<file path="src/cpuCtrl_consts.svh">
`ifndef CPU_CTRL_CONSTS_SVH
`define CPU_CTRL_CONSTS_SVH

`define INSTR_W      16
`define REG_SEL_W    4
`define FUNC_W       5
`define CLS_W        3
`define IO_CLS_W     4
`define ALU_OP_W     3
`define ALU_MODE_W   4
`define COND_W       3
`define IMM_W        8
`define PORT_W       (`INSTR_W - `REG_SEL_W - `IO_CLS_W)

`define SP_LOW_REG   4'd14

// class codes in the low bits of the word
`define CLS_REG      3'b000
`define CLS_IN       3'b010
`define CLS_OUT      3'b100
`define IMM_OP_LIMIT 3'd7

// function code boundaries of the register form
`define FN_ALU_LO    5'd1
`define FN_ALU_HI    5'd12
`define FN_ST        5'd13
`define FN_ST_INC    5'd14
`define FN_ST_DEC    5'd15
`define FN_LD        5'd16
`define FN_LD_INC    5'd17
`define FN_LD_DEC    5'd18
`define FN_PAIR_INC  5'd19
`define FN_PAIR_DEC  5'd20
`define FN_PAIR_JMP  5'd21
`define FN_JMP       5'd22
`define FN_CALL      5'd23
`define FN_RET       5'd24
`define FN_PUSH_SR   5'd25
`define FN_POP_SR    5'd26
`define FN_SET_SR    5'd27
`define FN_CLR_SR    5'd28
`define FN_HLT       5'd29

// ALU modes chosen directly by the control unit
`define ALU_PASS_B   4'd0
`define ALU_AND      4'd1
`define ALU_OR       4'd2
`define ALU_PASS_A   4'd13

`endif
</file>
<file path="src/ctrlPkg.sv">
`include "cpuCtrl_consts.svh"

package ctrlPkg;

    typedef struct packed {
        logic carry;
        logic zero;
        logic negative;
    } statusFlags_t;

    typedef enum logic [2:0] {
        PH_EXEC       = 3'd0,
        PH_IO_WAIT    = 3'd1,
        PH_LOAD_WAIT  = 3'd2,
        PH_JMP_TARGET = 3'd3,
        PH_CALL_HIGH  = 3'd4,
        PH_RET_POP    = 3'd5,
        PH_RET_FINAL  = 3'd6
    } seqPhase_e;

    typedef enum logic [1:0] {
        RS_ALU = 2'b00,
        RS_IMM = 2'b01,
        RS_MEM = 2'b10    // data memory or IO
    } regSrcSel_e;

    typedef enum logic [1:0] {
        BS_REG  = 2'b00,
        BS_MASK = 2'b01,  // 4-bit mask from the word
        BS_IMM  = 2'b10
    } aluBSel_e;

    typedef enum logic [1:0] {
        MD_PC_HIGH = 2'b00,
        MD_PC_LOW  = 2'b01,
        MD_ALU     = 2'b10
    } memDataSel_e;

    typedef enum logic [1:0] {
        MA_PAIR       = 2'b00,
        MA_PORT       = 2'b01,
        MA_PAIR_PLUS1 = 2'b10
    } memAddrSel_e;

    typedef enum logic [1:0] {
        SS_ALU_FLAGS = 2'b00,
        SS_ALU_OUT   = 2'b01,
        SS_POPPED    = 2'b10
    } statusSrcSel_e;

    typedef enum logic [2:0] {
        FA_PC_PLUS1 = 3'b000,
        FA_PC       = 3'b001,
        FA_FETCHED  = 3'b011,
        FA_PAIR     = 3'b100,
        FA_RETURN   = 3'b101  // return register and popped byte
    } fetchAddrSel_e;

    typedef struct packed {
        regSrcSel_e            src;
        logic [`REG_SEL_W-1:0] bSel;
        logic                  write;
        logic                  incPair;
        logic                  decPair;
    } regFileCtrl_t;

    typedef struct packed {
        logic                   aSelReg;  // low selects the status register
        aluBSel_e               bSel;
        logic [`ALU_MODE_W-1:0] mode;
        statusSrcSel_e          statusSrc;
        logic                   flagEn;
    } aluCtrl_t;

    typedef struct packed {
        memDataSel_e dataSel;
        memAddrSel_e addrSel;
        logic        write;
        logic        read;
    } memCtrl_t;

    typedef struct packed {
        fetchAddrSel_e addrSel;
        logic          readEn;
        logic          pcWrite;
    } fetchCtrl_t;

endpackage

</file>
<file path="src/isaPkg.sv">
`include "cpuCtrl_consts.svh"

package isaPkg;

    // one fetched word, read as register, immediate or IO form
    typedef union packed {
        struct packed {
            logic [`REG_SEL_W-1:0] dest;
            logic [`REG_SEL_W-1:0] src;
            logic [`FUNC_W-1:0]    func;
            logic [`CLS_W-1:0]     cls;
        } regForm;
        struct packed {
            logic [`REG_SEL_W-1:0] dest;
            logic [`IMM_W-1:0]     imm;
            logic [`ALU_OP_W-1:0]  aluOp;
            logic                  immFlag;
        } immForm;
        struct packed {
            logic [`REG_SEL_W-1:0] ioReg;
            logic [`PORT_W-1:0]    port;
            logic [`IO_CLS_W-1:0]  cls;
        } ioForm;
    } instrWord_t;

    typedef enum logic [4:0] {
        CL_NOP, CL_ALU_IMM, CL_LDI, CL_IN, CL_OUT, CL_ALU_REG,
        CL_STORE, CL_LOAD, CL_PAIR_INC, CL_PAIR_DEC, CL_PAIR_JMP,
        CL_JMP, CL_CALL, CL_RET, CL_PUSH_SR, CL_POP_SR,
        CL_SET_SR, CL_CLR_SR, CL_HLT
    } instrClass_e;

    // code 7 also means always
    typedef enum logic [`COND_W-1:0] {
        CC_ALWAYS   = 3'd0,
        CC_CARRY    = 3'd1,
        CC_NO_CARRY = 3'd2,
        CC_ZERO     = 3'd3,
        CC_NO_ZERO  = 3'd4,
        CC_NEG      = 3'd5,
        CC_NO_NEG   = 3'd6
    } condCode_e;

    typedef struct packed {
        logic [`REG_SEL_W-1:0]  destSel;
        logic [`REG_SEL_W-1:0]  srcSel;
        logic [`REG_SEL_W-1:0]  pairSel;   // even register of the pair
        logic [`ALU_MODE_W-1:0] aluMode;
        logic                   pairInc;   // post step of load/store
        logic                   pairDec;
    } decFields_t;

endpackage

</file>
<file path="src/controlUnit.sv">
`timescale 1ns/1ns

module controlUnit (
    input  logic                  clk,
    input  logic                  rstN,
    input  isaPkg::instrWord_t    instr,
    input  ctrlPkg::statusFlags_t flags,
    output ctrlPkg::regFileCtrl_t regCtrl,
    output ctrlPkg::aluCtrl_t     aluCtrl,
    output ctrlPkg::memCtrl_t     memCtrl,
    output ctrlPkg::fetchCtrl_t   fetchCtrl
);
    import isaPkg::*;
    import ctrlPkg::*;

    instrClass_e instrClass;
    decFields_t  decFields;
    logic        condMet;
    seqPhase_e   phase;

    instrDecoder i_instrDecoder (
        .instr      (instr),
        .flags      (flags),
        .instrClass (instrClass),
        .decFields  (decFields),
        .condMet    (condMet)
    );

    cycleSequencer i_cycleSequencer (
        .clk        (clk),
        .rstN       (rstN),
        .instrClass (instrClass),
        .condMet    (condMet),
        .phase      (phase)
    );

    controlWordGen i_controlWordGen (
        .instrClass (instrClass),
        .decFields  (decFields),
        .condMet    (condMet),
        .phase      (phase),
        .regCtrl    (regCtrl),
        .aluCtrl    (aluCtrl),
        .memCtrl    (memCtrl),
        .fetchCtrl  (fetchCtrl)
    );

endmodule

</file>
<file path="src/controlWordGen.sv">
`timescale 1ns/1ns
`include "cpuCtrl_consts.svh"

module controlWordGen (
    input  isaPkg::instrClass_e   instrClass,
    input  isaPkg::decFields_t    decFields,
    input  logic                  condMet,
    input  ctrlPkg::seqPhase_e    phase,
    output ctrlPkg::regFileCtrl_t regCtrl,
    output ctrlPkg::aluCtrl_t     aluCtrl,
    output ctrlPkg::memCtrl_t     memCtrl,
    output ctrlPkg::fetchCtrl_t   fetchCtrl
);
    import isaPkg::*;
    import ctrlPkg::*;

    logic stall;  // non-final cycle or halt

    always_comb begin
        stall     = 1'b0;
        regCtrl   = '{src: RS_ALU, bSel: decFields.destSel, write: 1'b0,
                      incPair: 1'b0, decPair: 1'b0};
        aluCtrl   = '{aSelReg: 1'b1, bSel: BS_REG, mode: `ALU_PASS_B,
                      statusSrc: SS_ALU_FLAGS, flagEn: 1'b0};
        memCtrl   = '{dataSel: MD_ALU, addrSel: MA_PAIR, write: 1'b0, read: 1'b0};
        fetchCtrl = '{addrSel: FA_PC, readEn: 1'b1, pcWrite: 1'b1};

        case (instrClass)
            CL_ALU_IMM, CL_LDI: begin
                regCtrl.write  = 1'b1;
                aluCtrl.bSel   = BS_IMM;
                aluCtrl.mode   = decFields.aluMode;
                aluCtrl.flagEn = (instrClass == CL_ALU_IMM);  // LDI leaves flags
            end
            CL_IN: begin
                regCtrl.src     = RS_MEM;
                regCtrl.write   = (phase == PH_IO_WAIT);
                memCtrl.addrSel = MA_PORT;
                memCtrl.read    = 1'b1;
                stall           = (phase == PH_EXEC);
            end
            CL_OUT: begin
                memCtrl.addrSel = MA_PORT;  // register passes through B
                memCtrl.write   = 1'b1;
            end
            CL_ALU_REG: begin
                regCtrl.bSel   = decFields.srcSel;
                regCtrl.write  = 1'b1;
                aluCtrl.mode   = decFields.aluMode;
                aluCtrl.flagEn = 1'b1;
            end
            CL_STORE: begin
                regCtrl.bSel    = decFields.pairSel;
                regCtrl.incPair = decFields.pairInc;
                regCtrl.decPair = decFields.pairDec;
                aluCtrl.mode    = `ALU_PASS_A;
                memCtrl.write   = 1'b1;
            end
            CL_LOAD: begin
                regCtrl.src  = RS_MEM;
                regCtrl.bSel = decFields.pairSel;
                aluCtrl.mode = `ALU_PASS_A;
                memCtrl.read = 1'b1;
                if (phase == PH_LOAD_WAIT) begin
                    regCtrl.write   = 1'b1;
                    regCtrl.incPair = decFields.pairInc;
                    regCtrl.decPair = decFields.pairDec;
                end else begin
                    stall = 1'b1;
                end
            end
            CL_PAIR_INC, CL_PAIR_DEC, CL_PAIR_JMP: begin
                regCtrl.bSel    = decFields.pairSel;
                regCtrl.incPair = (instrClass == CL_PAIR_INC);
                regCtrl.decPair = (instrClass == CL_PAIR_DEC);
                aluCtrl.mode    = `ALU_PASS_A;
                if (instrClass == CL_PAIR_JMP && condMet) begin
                    fetchCtrl.addrSel = FA_PAIR;
                end
            end
            CL_JMP: begin
                aluCtrl.aSelReg = 1'b0;
                aluCtrl.mode    = `ALU_PASS_A;
                if (phase == PH_JMP_TARGET) begin
                    fetchCtrl.addrSel = FA_FETCHED;
                end else if (condMet) begin
                    stall = 1'b1;  // target word read at PC
                end else begin
                    fetchCtrl.addrSel = FA_PC_PLUS1;  // skip the target word
                end
            end
            CL_CALL: begin
                regCtrl.bSel    = `SP_LOW_REG;
                memCtrl.dataSel = MD_PC_LOW;
                if (phase == PH_CALL_HIGH) begin
                    regCtrl.decPair   = 1'b1;
                    memCtrl.dataSel   = MD_PC_HIGH;
                    memCtrl.write     = 1'b1;
                    fetchCtrl.addrSel = FA_FETCHED;
                end else if (condMet) begin
                    regCtrl.decPair = 1'b1;
                    memCtrl.write   = 1'b1;
                    stall           = 1'b1;
                end else begin
                    fetchCtrl.addrSel = FA_PC_PLUS1;
                end
            end
            CL_RET: begin
                regCtrl.bSel    = `SP_LOW_REG;
                memCtrl.addrSel = MA_PAIR_PLUS1;
                memCtrl.read    = 1'b1;
                if (phase == PH_RET_FINAL) begin
                    fetchCtrl.addrSel = FA_RETURN;
                end else if (phase == PH_RET_POP || condMet) begin
                    regCtrl.incPair   = 1'b1;
                    fetchCtrl.addrSel = FA_RETURN;
                    stall             = 1'b1;
                end
            end
            CL_PUSH_SR: begin
                regCtrl.bSel    = `SP_LOW_REG;
                regCtrl.decPair = 1'b1;
                aluCtrl.aSelReg = 1'b0;
                aluCtrl.mode    = `ALU_PASS_A;
                memCtrl.write   = 1'b1;
            end
            CL_POP_SR: begin
                regCtrl.bSel      = `SP_LOW_REG;
                regCtrl.incPair   = 1'b1;
                aluCtrl.aSelReg   = 1'b0;
                aluCtrl.mode      = `ALU_PASS_A;
                aluCtrl.statusSrc = SS_POPPED;
                aluCtrl.flagEn    = 1'b1;
                memCtrl.read      = 1'b1;
            end
            CL_SET_SR, CL_CLR_SR: begin
                aluCtrl.aSelReg   = 1'b0;
                aluCtrl.bSel      = BS_MASK;
                aluCtrl.mode      = (instrClass == CL_SET_SR) ? `ALU_OR : `ALU_AND;
                aluCtrl.statusSrc = SS_ALU_OUT;
                aluCtrl.flagEn    = 1'b1;
            end
            CL_HLT:  stall = 1'b1;
            default: stall = 1'b0;  // NOP keeps the idle word
        endcase

        if (stall) begin
            fetchCtrl.readEn  = 1'b0;
            fetchCtrl.pcWrite = 1'b0;
        end
    end

endmodule

</file>
<file path="src/cycleSequencer.sv">
`timescale 1ns/1ns

module cycleSequencer (
    input  logic                clk,
    input  logic                rstN,
    input  isaPkg::instrClass_e instrClass,
    input  logic                condMet,
    output ctrlPkg::seqPhase_e  phase
);
    import isaPkg::*;
    import ctrlPkg::*;

    seqPhase_e nextPhase;

    always_comb begin
        nextPhase = PH_EXEC;
        case (phase)
            PH_EXEC: begin
                case (instrClass)
                    CL_IN:   nextPhase = PH_IO_WAIT;
                    CL_LOAD: nextPhase = PH_LOAD_WAIT;
                    CL_JMP: begin
                        if (condMet) nextPhase = PH_JMP_TARGET;
                    end
                    CL_CALL: begin
                        if (condMet) nextPhase = PH_CALL_HIGH;
                    end
                    CL_RET: begin
                        if (condMet) nextPhase = PH_RET_POP;
                    end
                    default: nextPhase = PH_EXEC;
                endcase
            end
            PH_RET_POP: nextPhase = PH_RET_FINAL;  // second stack byte
            default:    nextPhase = PH_EXEC;       // every other phase is final
        endcase
    end

    always_ff @(posedge clk) begin
        if (!rstN) begin
            phase <= PH_EXEC;
        end else begin
            phase <= nextPhase;
        end
    end

endmodule

</file>
<file path="src/instrDecoder.sv">
`timescale 1ns/1ns
`include "cpuCtrl_consts.svh"

module instrDecoder (
    input  isaPkg::instrWord_t    instr,
    input  ctrlPkg::statusFlags_t flags,
    output isaPkg::instrClass_e   instrClass,
    output isaPkg::decFields_t    decFields,
    output logic                  condMet
);
    import isaPkg::*;

    logic [`FUNC_W-1:0] func;
    condCode_e          cond;

    assign func = instr.regForm.func;
    assign cond = condCode_e'(instr.regForm.dest[`REG_SEL_W-1:1]);  // top three bits

    always_comb begin
        instrClass = CL_NOP;
        if (instr.immForm.immFlag && instr.immForm.aluOp < `IMM_OP_LIMIT) begin
            instrClass = (instr.immForm.aluOp == '0) ? CL_LDI : CL_ALU_IMM;
        end else if (instr.ioForm.cls[`CLS_W-1:0] == `CLS_IN) begin
            instrClass = CL_IN;
        end else if (instr.ioForm.cls[`CLS_W-1:0] == `CLS_OUT) begin
            instrClass = CL_OUT;
        end else if (instr.regForm.cls == `CLS_REG) begin
            case (func) inside
                [`FN_ALU_LO:`FN_ALU_HI]: instrClass = CL_ALU_REG;
                [`FN_ST:`FN_ST_DEC]:     instrClass = CL_STORE;
                [`FN_LD:`FN_LD_DEC]:     instrClass = CL_LOAD;
                `FN_PAIR_INC:            instrClass = CL_PAIR_INC;
                `FN_PAIR_DEC:            instrClass = CL_PAIR_DEC;
                `FN_PAIR_JMP:            instrClass = CL_PAIR_JMP;
                `FN_JMP:                 instrClass = CL_JMP;
                `FN_CALL:                instrClass = CL_CALL;
                `FN_RET:                 instrClass = CL_RET;
                `FN_PUSH_SR:             instrClass = CL_PUSH_SR;
                `FN_POP_SR:              instrClass = CL_POP_SR;
                `FN_SET_SR:              instrClass = CL_SET_SR;
                `FN_CLR_SR:              instrClass = CL_CLR_SR;
                `FN_HLT:                 instrClass = CL_HLT;
                default:                 instrClass = CL_NOP;
            endcase
        end
    end

    always_comb begin
        decFields.destSel = instr.regForm.dest;
        decFields.srcSel  = instr.regForm.src;
        decFields.pairSel = {instr.regForm.src[`REG_SEL_W-1:1], 1'b0};
        if (instr.immForm.immFlag) begin
            decFields.aluMode = {1'b0, instr.immForm.aluOp};
        end else begin
            decFields.aluMode = func[`ALU_MODE_W-1:0];
        end
        decFields.pairInc = (func == `FN_ST_INC) || (func == `FN_LD_INC);
        decFields.pairDec = (func == `FN_ST_DEC) || (func == `FN_LD_DEC);
    end

    // jump, call and return condition
    always_comb begin
        case (cond)
            CC_CARRY:    condMet = flags.carry;
            CC_NO_CARRY: condMet = ~flags.carry;
            CC_ZERO:     condMet = flags.zero;
            CC_NO_ZERO:  condMet = ~flags.zero;
            CC_NEG:      condMet = flags.negative;
            CC_NO_NEG:   condMet = ~flags.negative;
            default:     condMet = 1'b1;
        endcase
    end

endmodule

</file>
<file path="config.mk">
export PLATFORM = sky130hd
export DESIGN_NAME = controlUnit
export DESIGN_NICKNAME = d
export VERILOG_FILES = /design/src/ctrlPkg.sv /design/src/isaPkg.sv /design/src/controlUnit.sv /design/src/controlWordGen.sv /design/src/cycleSequencer.sv /design/src/instrDecoder.sv
export VERILOG_INCLUDE_DIRS = /design/src
export SDC_FILE = /design/constraint.sdc
export NUM_CORES = 1
export LEC_CHECK = 0
export ABC_AREA = 1
export BUFFER_PORTS_ARGS = -buffer_cell sky130_fd_sc_hd__buf_2
export CORE_UTILIZATION = 53
export DETAILED_ROUTE_END_ITERATION = 10
export PLACE_DENSITY_LB_ADDON = 0.08
export SYNTH_ARGS = -nofsm -noshare
export SYNTH_HDL_FRONTEND = slang
export SYNTH_SLANG_ARGS = --single-unit
</file>
<file path="constraint.sdc">
create_clock -name clk -period 4.2 [get_ports clk]
set_input_delay 0.21 -clock clk [delete_from_list [all_inputs] [get_ports clk]]
set_output_delay 0.21 -clock clk [all_outputs]
set_load 0.02 [all_outputs]
</file>
==> results.toml, run 1 <==
[setup_path]
max_stage_delay_ns = 0.27
slowest_stage = "nor2_1"
crit_path_cell_trace = "buf_2, nor2_1, o21ai_0, nor2_1, nand2_1, nand2_1, nand2_4, nor2_2, nand2_2, nor2_2, nor2_1, o211ai_1, buf_2"
worst_setup_path_end_kind = "output pin"
crit_required_ns = 3.99
worst_setup_path_start_kind = "input port"
criticalPathCategory = "input port to output pin"
cp_max_fo = 10
worstPathArrival_ns = 2.08
path_common_cell = "nor2_1"

[timing]
period_needed_ns = 2.294
period_share_pct = 54.63
final_max_slew_viol_count = 0
skew_ns = 0.002310
worstMarginPinSlew_ns = 0.5111
hold_viol_final = 0
slew_headroom_pct = 65.64
rsz0062_at_grt = "false"
fmax_ghz = 0.4359
setup-violations-final = 0
tns_ns = 0

[status]
status = "finished, final reports clean"

[cts]
post_cts_buffers = 0
clk_path_buf_depth = 2
clockRootBuffer = "clkbuf_4"
cts_tree = "yes"
cts_buffers = 3
cts_resized = 0
cts.clk_slew.worst_paths_ns = 0.04
clock_sinks = 3
htreeDepth = 1
clk_latency_ns = 0.23
holdBufCountCts = 0

[finish]
final_common_cell = "nand2_1"
largest_reg_flops = 3
area.sequential_um2 = 60.06
layout_common_cells = "nand2_1, buf_2, inv_1"
instances_no_fill = 321
nets = 315
multi_input_area_um2 = 985.9
finish.utilization_pct = 68.44
nFillCells = 244
diodes = 0
top_register = "i_cycleSequencer.phase"
drive_gt1_share_pct = 27.30
syn2layout_area_growth_pct = 22.72
reg.largest.list = "i_cycleSequencer.phase (3)"

[logic_synthesis]
synthXorXnorAreaFrac_pct = 0
synth-async-reset-ratio_pct = 0
synth.area.mux_share_pct = 0
synth_seq_cells = 3
synth_top_cell_area_share_pct = 17.95
yosys.area.top_type = "nand2_1"
synth_area_um2 = 1234
ys_types = 28
synth_top_family_by_area = "simple AND/OR/NAND/NOR gates"
synthesis.nets = 265
synthAdderAreaFrac_pct = 0
synth_area_per_cell_um2 = 5.056
syn_inst = 244
seq_area_frac_synth_pct = 4.868
yosys.area_share.simple_pct = 59.94
ys.flop_type = "dfxtp_1"
yosys_warnings = 0
yosys-top-cells-area = "nand2_1, inv_1, nor2_1, nand3_1, dfxtp_1"
synth_edf_count = 0
synth-compound-area-share_pct = 19.68

[pwr]
internal-power_w = 0.0001110
power_w = 0.0002233
switchingPower_w = 0.0001123
power_density_nw_per_um2 = 147.5
seq_power_share_pct = 13.3
leakagePower_nw = 0.8778
power.share.switching_pct = 50.28
comb_power_share_pct = 65.0
clkPwrFrac_pct = 21.7
ir_worst_vdd_v = 0.0001339

[route]
wirelength_um = 3372
wl_per_cell_um = 10.50
vias = 1684
postRouteAntennaNets = 0
drc = 0
drt_iter0_markers = 87
dr.pass1.iters = 4
via_per_inst = 5.246

[die]
start_util_pct = 55.77
core_area_um2 = 2212
rows = 17
die_h_um = 50.25
die_area_um2 = 2525
io-pin-count = 51
die_width_um = 50.25

[grt]
overflow = 0
grt_pass1_wl_um = 5830
antenna_found_initial = 0
grt_pass1_vias = 1363
grtUsageTotal_pct = 28.59
grt_max_degree = 12

[placed_design]
dp_hpwl_um = 2798
gp_congestion = 0.8759
portBuffers = 49
dp_cells = 317

[hold_path]
hp-class = "input port to flip-flop"

[run]
maxCapViolCount = 0
==> final timing paths <==
path	cells past startpoint	endpoint	slack [ns]	start
hold reg to reg	2	i_cycleSequencer.phase[2]	0.62	i_cycleSequencer.phase[2]
setup reg to reg	5	i_cycleSequencer.phase[2]	2.95	i_cycleSequencer.phase[2]
hold / removal	3	i_cycleSequencer.phase[1]	0.23	rstN
setup / recovery	13	memCtrl[1]	1.91	instr[5]
==> metal layers <==
metal  GRT usage (%)  share of wire (%)  up-vias
li1                -                  -      886
met1           43.17                 49      721
met2           43.56                 42       75
met3           2.727                8.5        2
met4           4.286               0.18        0
met5               0                  0        -
==> area by class of cell <==
type	count	share of cell area [%]
multi-input cells	194	65.12
repair buffers	49	16.20
clock buffers	4	1.736
well taps	28	2.314
inverters	43	10.66
flip-flops and latches	3	3.967
==> power groups by stage <==
stage	registers, W	clock network (W)	logic (W)
final	0.0000296	0.0000485	0.000145
after floorplan	0.0000299	0	0.000103
after CTS	0.0000296	0.0000512	0.000144
after global placement	0.0000300	0	0.000144
after global routing	0.0000296	0.0000523	0.000162
after detailed placement	0.0000300	0	0.000143
==> stage by stage <==
step,hold WS (ns),setup slack (ns),instance area (um^2)
after floorplan,0.3358,2.209,1234
after global placement,0.4670,1.897,1488
after detailed placement,0.4659,1.934,1488
after CTS,0.2229,1.925,1514
after global routing,0.2391,1.629,1514
final,0.2283,1.906,1514
==> synth_stat cells (2+ instances only) <==
| cell | count |
|---|---|
| nand2_1 | 59 |
| inv_1 | 41 |
| nor2_1 | 40 |
| nand3_1 | 23 |
| o21ai_0 | 12 |
| a21oi_1 | 10 |
| nand2_2 | 9 |
| nand4_1 | 7 |
| nor2_2 | 6 |
| nor3_1 | 5 |
| buf_4 | 3 |
| dfxtp_1 | 3 |
| nand2_4 | 3 |
| o2111ai_1 | 3 |
| o211ai_1 | 3 |
| inv_2 | 2 |
| nand3_2 | 2 |
| o22ai_1 | 2 |
| o31ai_1 | 2 |
==> critical path, delay by kind of cell <==
family                 cells  cell delay (ns)
and+or+nand+nor            9             1.29
buffers and inverters      2             0.33
AOI/OAI and AO/OA          2             0.23
==> cell families (layout without fill, tap and decap cells) <==
| group | after synthesis | count (layout) |
|---|---|---|
| compound gates | 36 | 36 |
| other cells | 1 | 1 |
| buf+inv | 47 | 96 |
| flops | 3 | 3 |
| simple gates | 157 | 157 |
Power figures use the tool's default switching activity.
==> run 2: changes to the inputs <==
--- a/config.mk
+++ b/config.mk
@@ -8,7 +8,7 @@
 export LEC_CHECK = 0
 export ABC_AREA = 1
 export BUFFER_PORTS_ARGS = -buffer_cell sky130_fd_sc_hd__buf_2
-export CORE_UTILIZATION = 53
+export CORE_UTILIZATION = 44
 export DETAILED_ROUTE_END_ITERATION = 10
 export PLACE_DENSITY_LB_ADDON = 0.08
 export SYNTH_ARGS = -nofsm -noshare
==> constraint.sdc (replaced) <==
create_clock -name clk -period 2 [get_ports clk]
set_input_delay 0.1 -clock clk [delete_from_list [all_inputs] [get_ports clk]]
set_output_delay 0.1 -clock clk [all_outputs]
set_load 0.02 [all_outputs]
==> run 2 against run 1 <==
Against the previous run:
- flip-flop and latch count did not move
- non-clock buffer count rose by 19
- largest cell class unchanged
- sequential power increased by 110%
- routed wire length grew 15%
- largest power group unchanged
- setup slack lost 1.8 ns
- core utilization decreased by 0.55 points
==> results.toml, run 2 (same netlist as run 1, synthesis figures left out) <==
[die]
start_util_pct = 48.05
io-pin-count = 51
rows = 18
die_width_um = 54.95
die_area_um2 = 3020
core_area_um2 = 2567
die_h_um = 54.95

[cts]
cts_resized = 0
cts_buffers = 3
clock_sinks = 3
post_cts_buffers = 0
cts_tree = "yes"
cts.clk_slew.worst_paths_ns = 0.04
clk_latency_ns = 0.24
clockRootBuffer = "clkbuf_4"
clk_path_buf_depth = 2
holdBufCountCts = 0
htreeDepth = 1

[timing]
skew_ns = 0.003506
setup_slack_ns = 0.1108
worstMarginPinSlew_ns = 0.5133
period_needed_ns = 1.889
slew_headroom_pct = 65.52
final_max_slew_viol_count = 0
hold_viol_final = 0
fmax_ghz = 0.5293
tns_ns = 0
period_share_pct = 94.46
setup-violations-final = 0

[setup_path]
criticalPathCategory = "input port to output pin"
worstPathArrival_ns = 1.79
crit_required_ns = 1.90
cp_max_fo = 7
worst_setup_path_start_kind = "input port"
worst_setup_path_end_kind = "output pin"

[route]
drc = 0
vias = 1745
dr.pass1.iters = 4
postRouteAntennaNets = 0
via_per_inst = 5.102
drt_iter0_markers = 97
wl_per_cell_um = 11.34
wirelength_um = 3879

[finish]
largest_reg_flops = 3
syn2layout_area_growth_pct = 41.28
reg.largest.list = "i_cycleSequencer.phase (3)"
nets = 334
diodes = 0
drive_gt1_share_pct = 36.22
final_common_cell = "nand2_1"
top_register = "i_cycleSequencer.phase"
layout_common_cells = "nand2_1, buf_2, inv_1"

[placed_design]
gp_congestion = 0.9136
portBuffers = 49
post-place-ws_ns = 0.07541
dp_hpwl_um = 3072

[pwr]
ir_worst_vdd_v = 0.0005430
power_density_nw_per_um2 = 308.2
leakagePower_nw = 0.9776

[grt]
antenna_found_initial = 0
grt_pass1_vias = 1387
grt_max_degree = 12
overflow = 0
grtUsageTotal_pct = 25.83
grt_pass1_wl_um = 5830

[hold_path]
hp-class = "input port to flip-flop"

[status]
status = "finished, final reports clean"

[run]
maxCapViolCount = 0
run 2: cell count changes in the layout (fill, tap and decap cells not counted), moves of 3 or more:
cell     before  now
nand2_2       9   12
buf_2        49   43
buf_4         0   24
inv_1        41   38
nand2_1      59   55
nor2_1       40   34
nor2_4        1    6
run 2: area by class of cell:
class	count	area (um^2)
flip-flops and latches	3	60.06
fillers	281	824.5
repair buffers	68	402.9
inverters	43	163.9
well taps	30	37.54
multi-input cells	194	1052
clock buffers	4	26.28
run 2: routing by layer:
layer  routed length, um  global-route usage (%)
met5                   0                       0
met3                 312                   3.279
met1                1976                   40.03
met4                   0                   1.667
met2                1590                   38.96
run 2: path summary, 6_finish.rpt:
check,startpoint,end,slack (ns),cells after the start
min reg2reg,i_cycleSequencer.phase[2],i_cycleSequencer.phase[2],0.62,2
max,instr[3],memCtrl[1],0.11,16
min,rstN,i_cycleSequencer.phase[1],0.11,3
max reg2reg,i_cycleSequencer.phase[2],i_cycleSequencer.phase[2],0.77,5
run 2: metrics by stage:
step	utilization, %	hold WS, ns	area [um^2]	instances	power (W)
after detailed placement	63.60	0.3523	1633	338	0.0003982
after global placement	63.60	0.3494	1633	338	0.0003972
after CTS	64.62	0.1133	1659	342	0.0005090
after floorplan	-	0.2258	1234	244	0.0002801
final	67.88	0.1093	1743	342	0.0005372
after global routing	67.88	0.1054	1743	342	0.0005881
run 2: power by group:
| group | internal, W | switching [W] |
|---|---|---|
| clock network | 0.0000750 | 0.0000351 |
| logic | 0.000135 | 0.000230 |
| registers | 0.0000610 | 0.00000113 |
| total | 0.000271 | 0.000267 |
run 2: worst max-delay path: stages:
cell,delay [ns]
buf_2,0.16
inv_4,0.10
nand2_2,0.07
nand2_1,0.10
nor2_1,0.05
nor2_1,0.08
nand3_1,0.10
nand2_2,0.15
nand2_4,0.10
buf_4,0.15
nor2_4,0.10
nand2_2,0.07
nor2_2,0.12
nor2_1,0.08
o211ai_1,0.10
buf_4,0.18
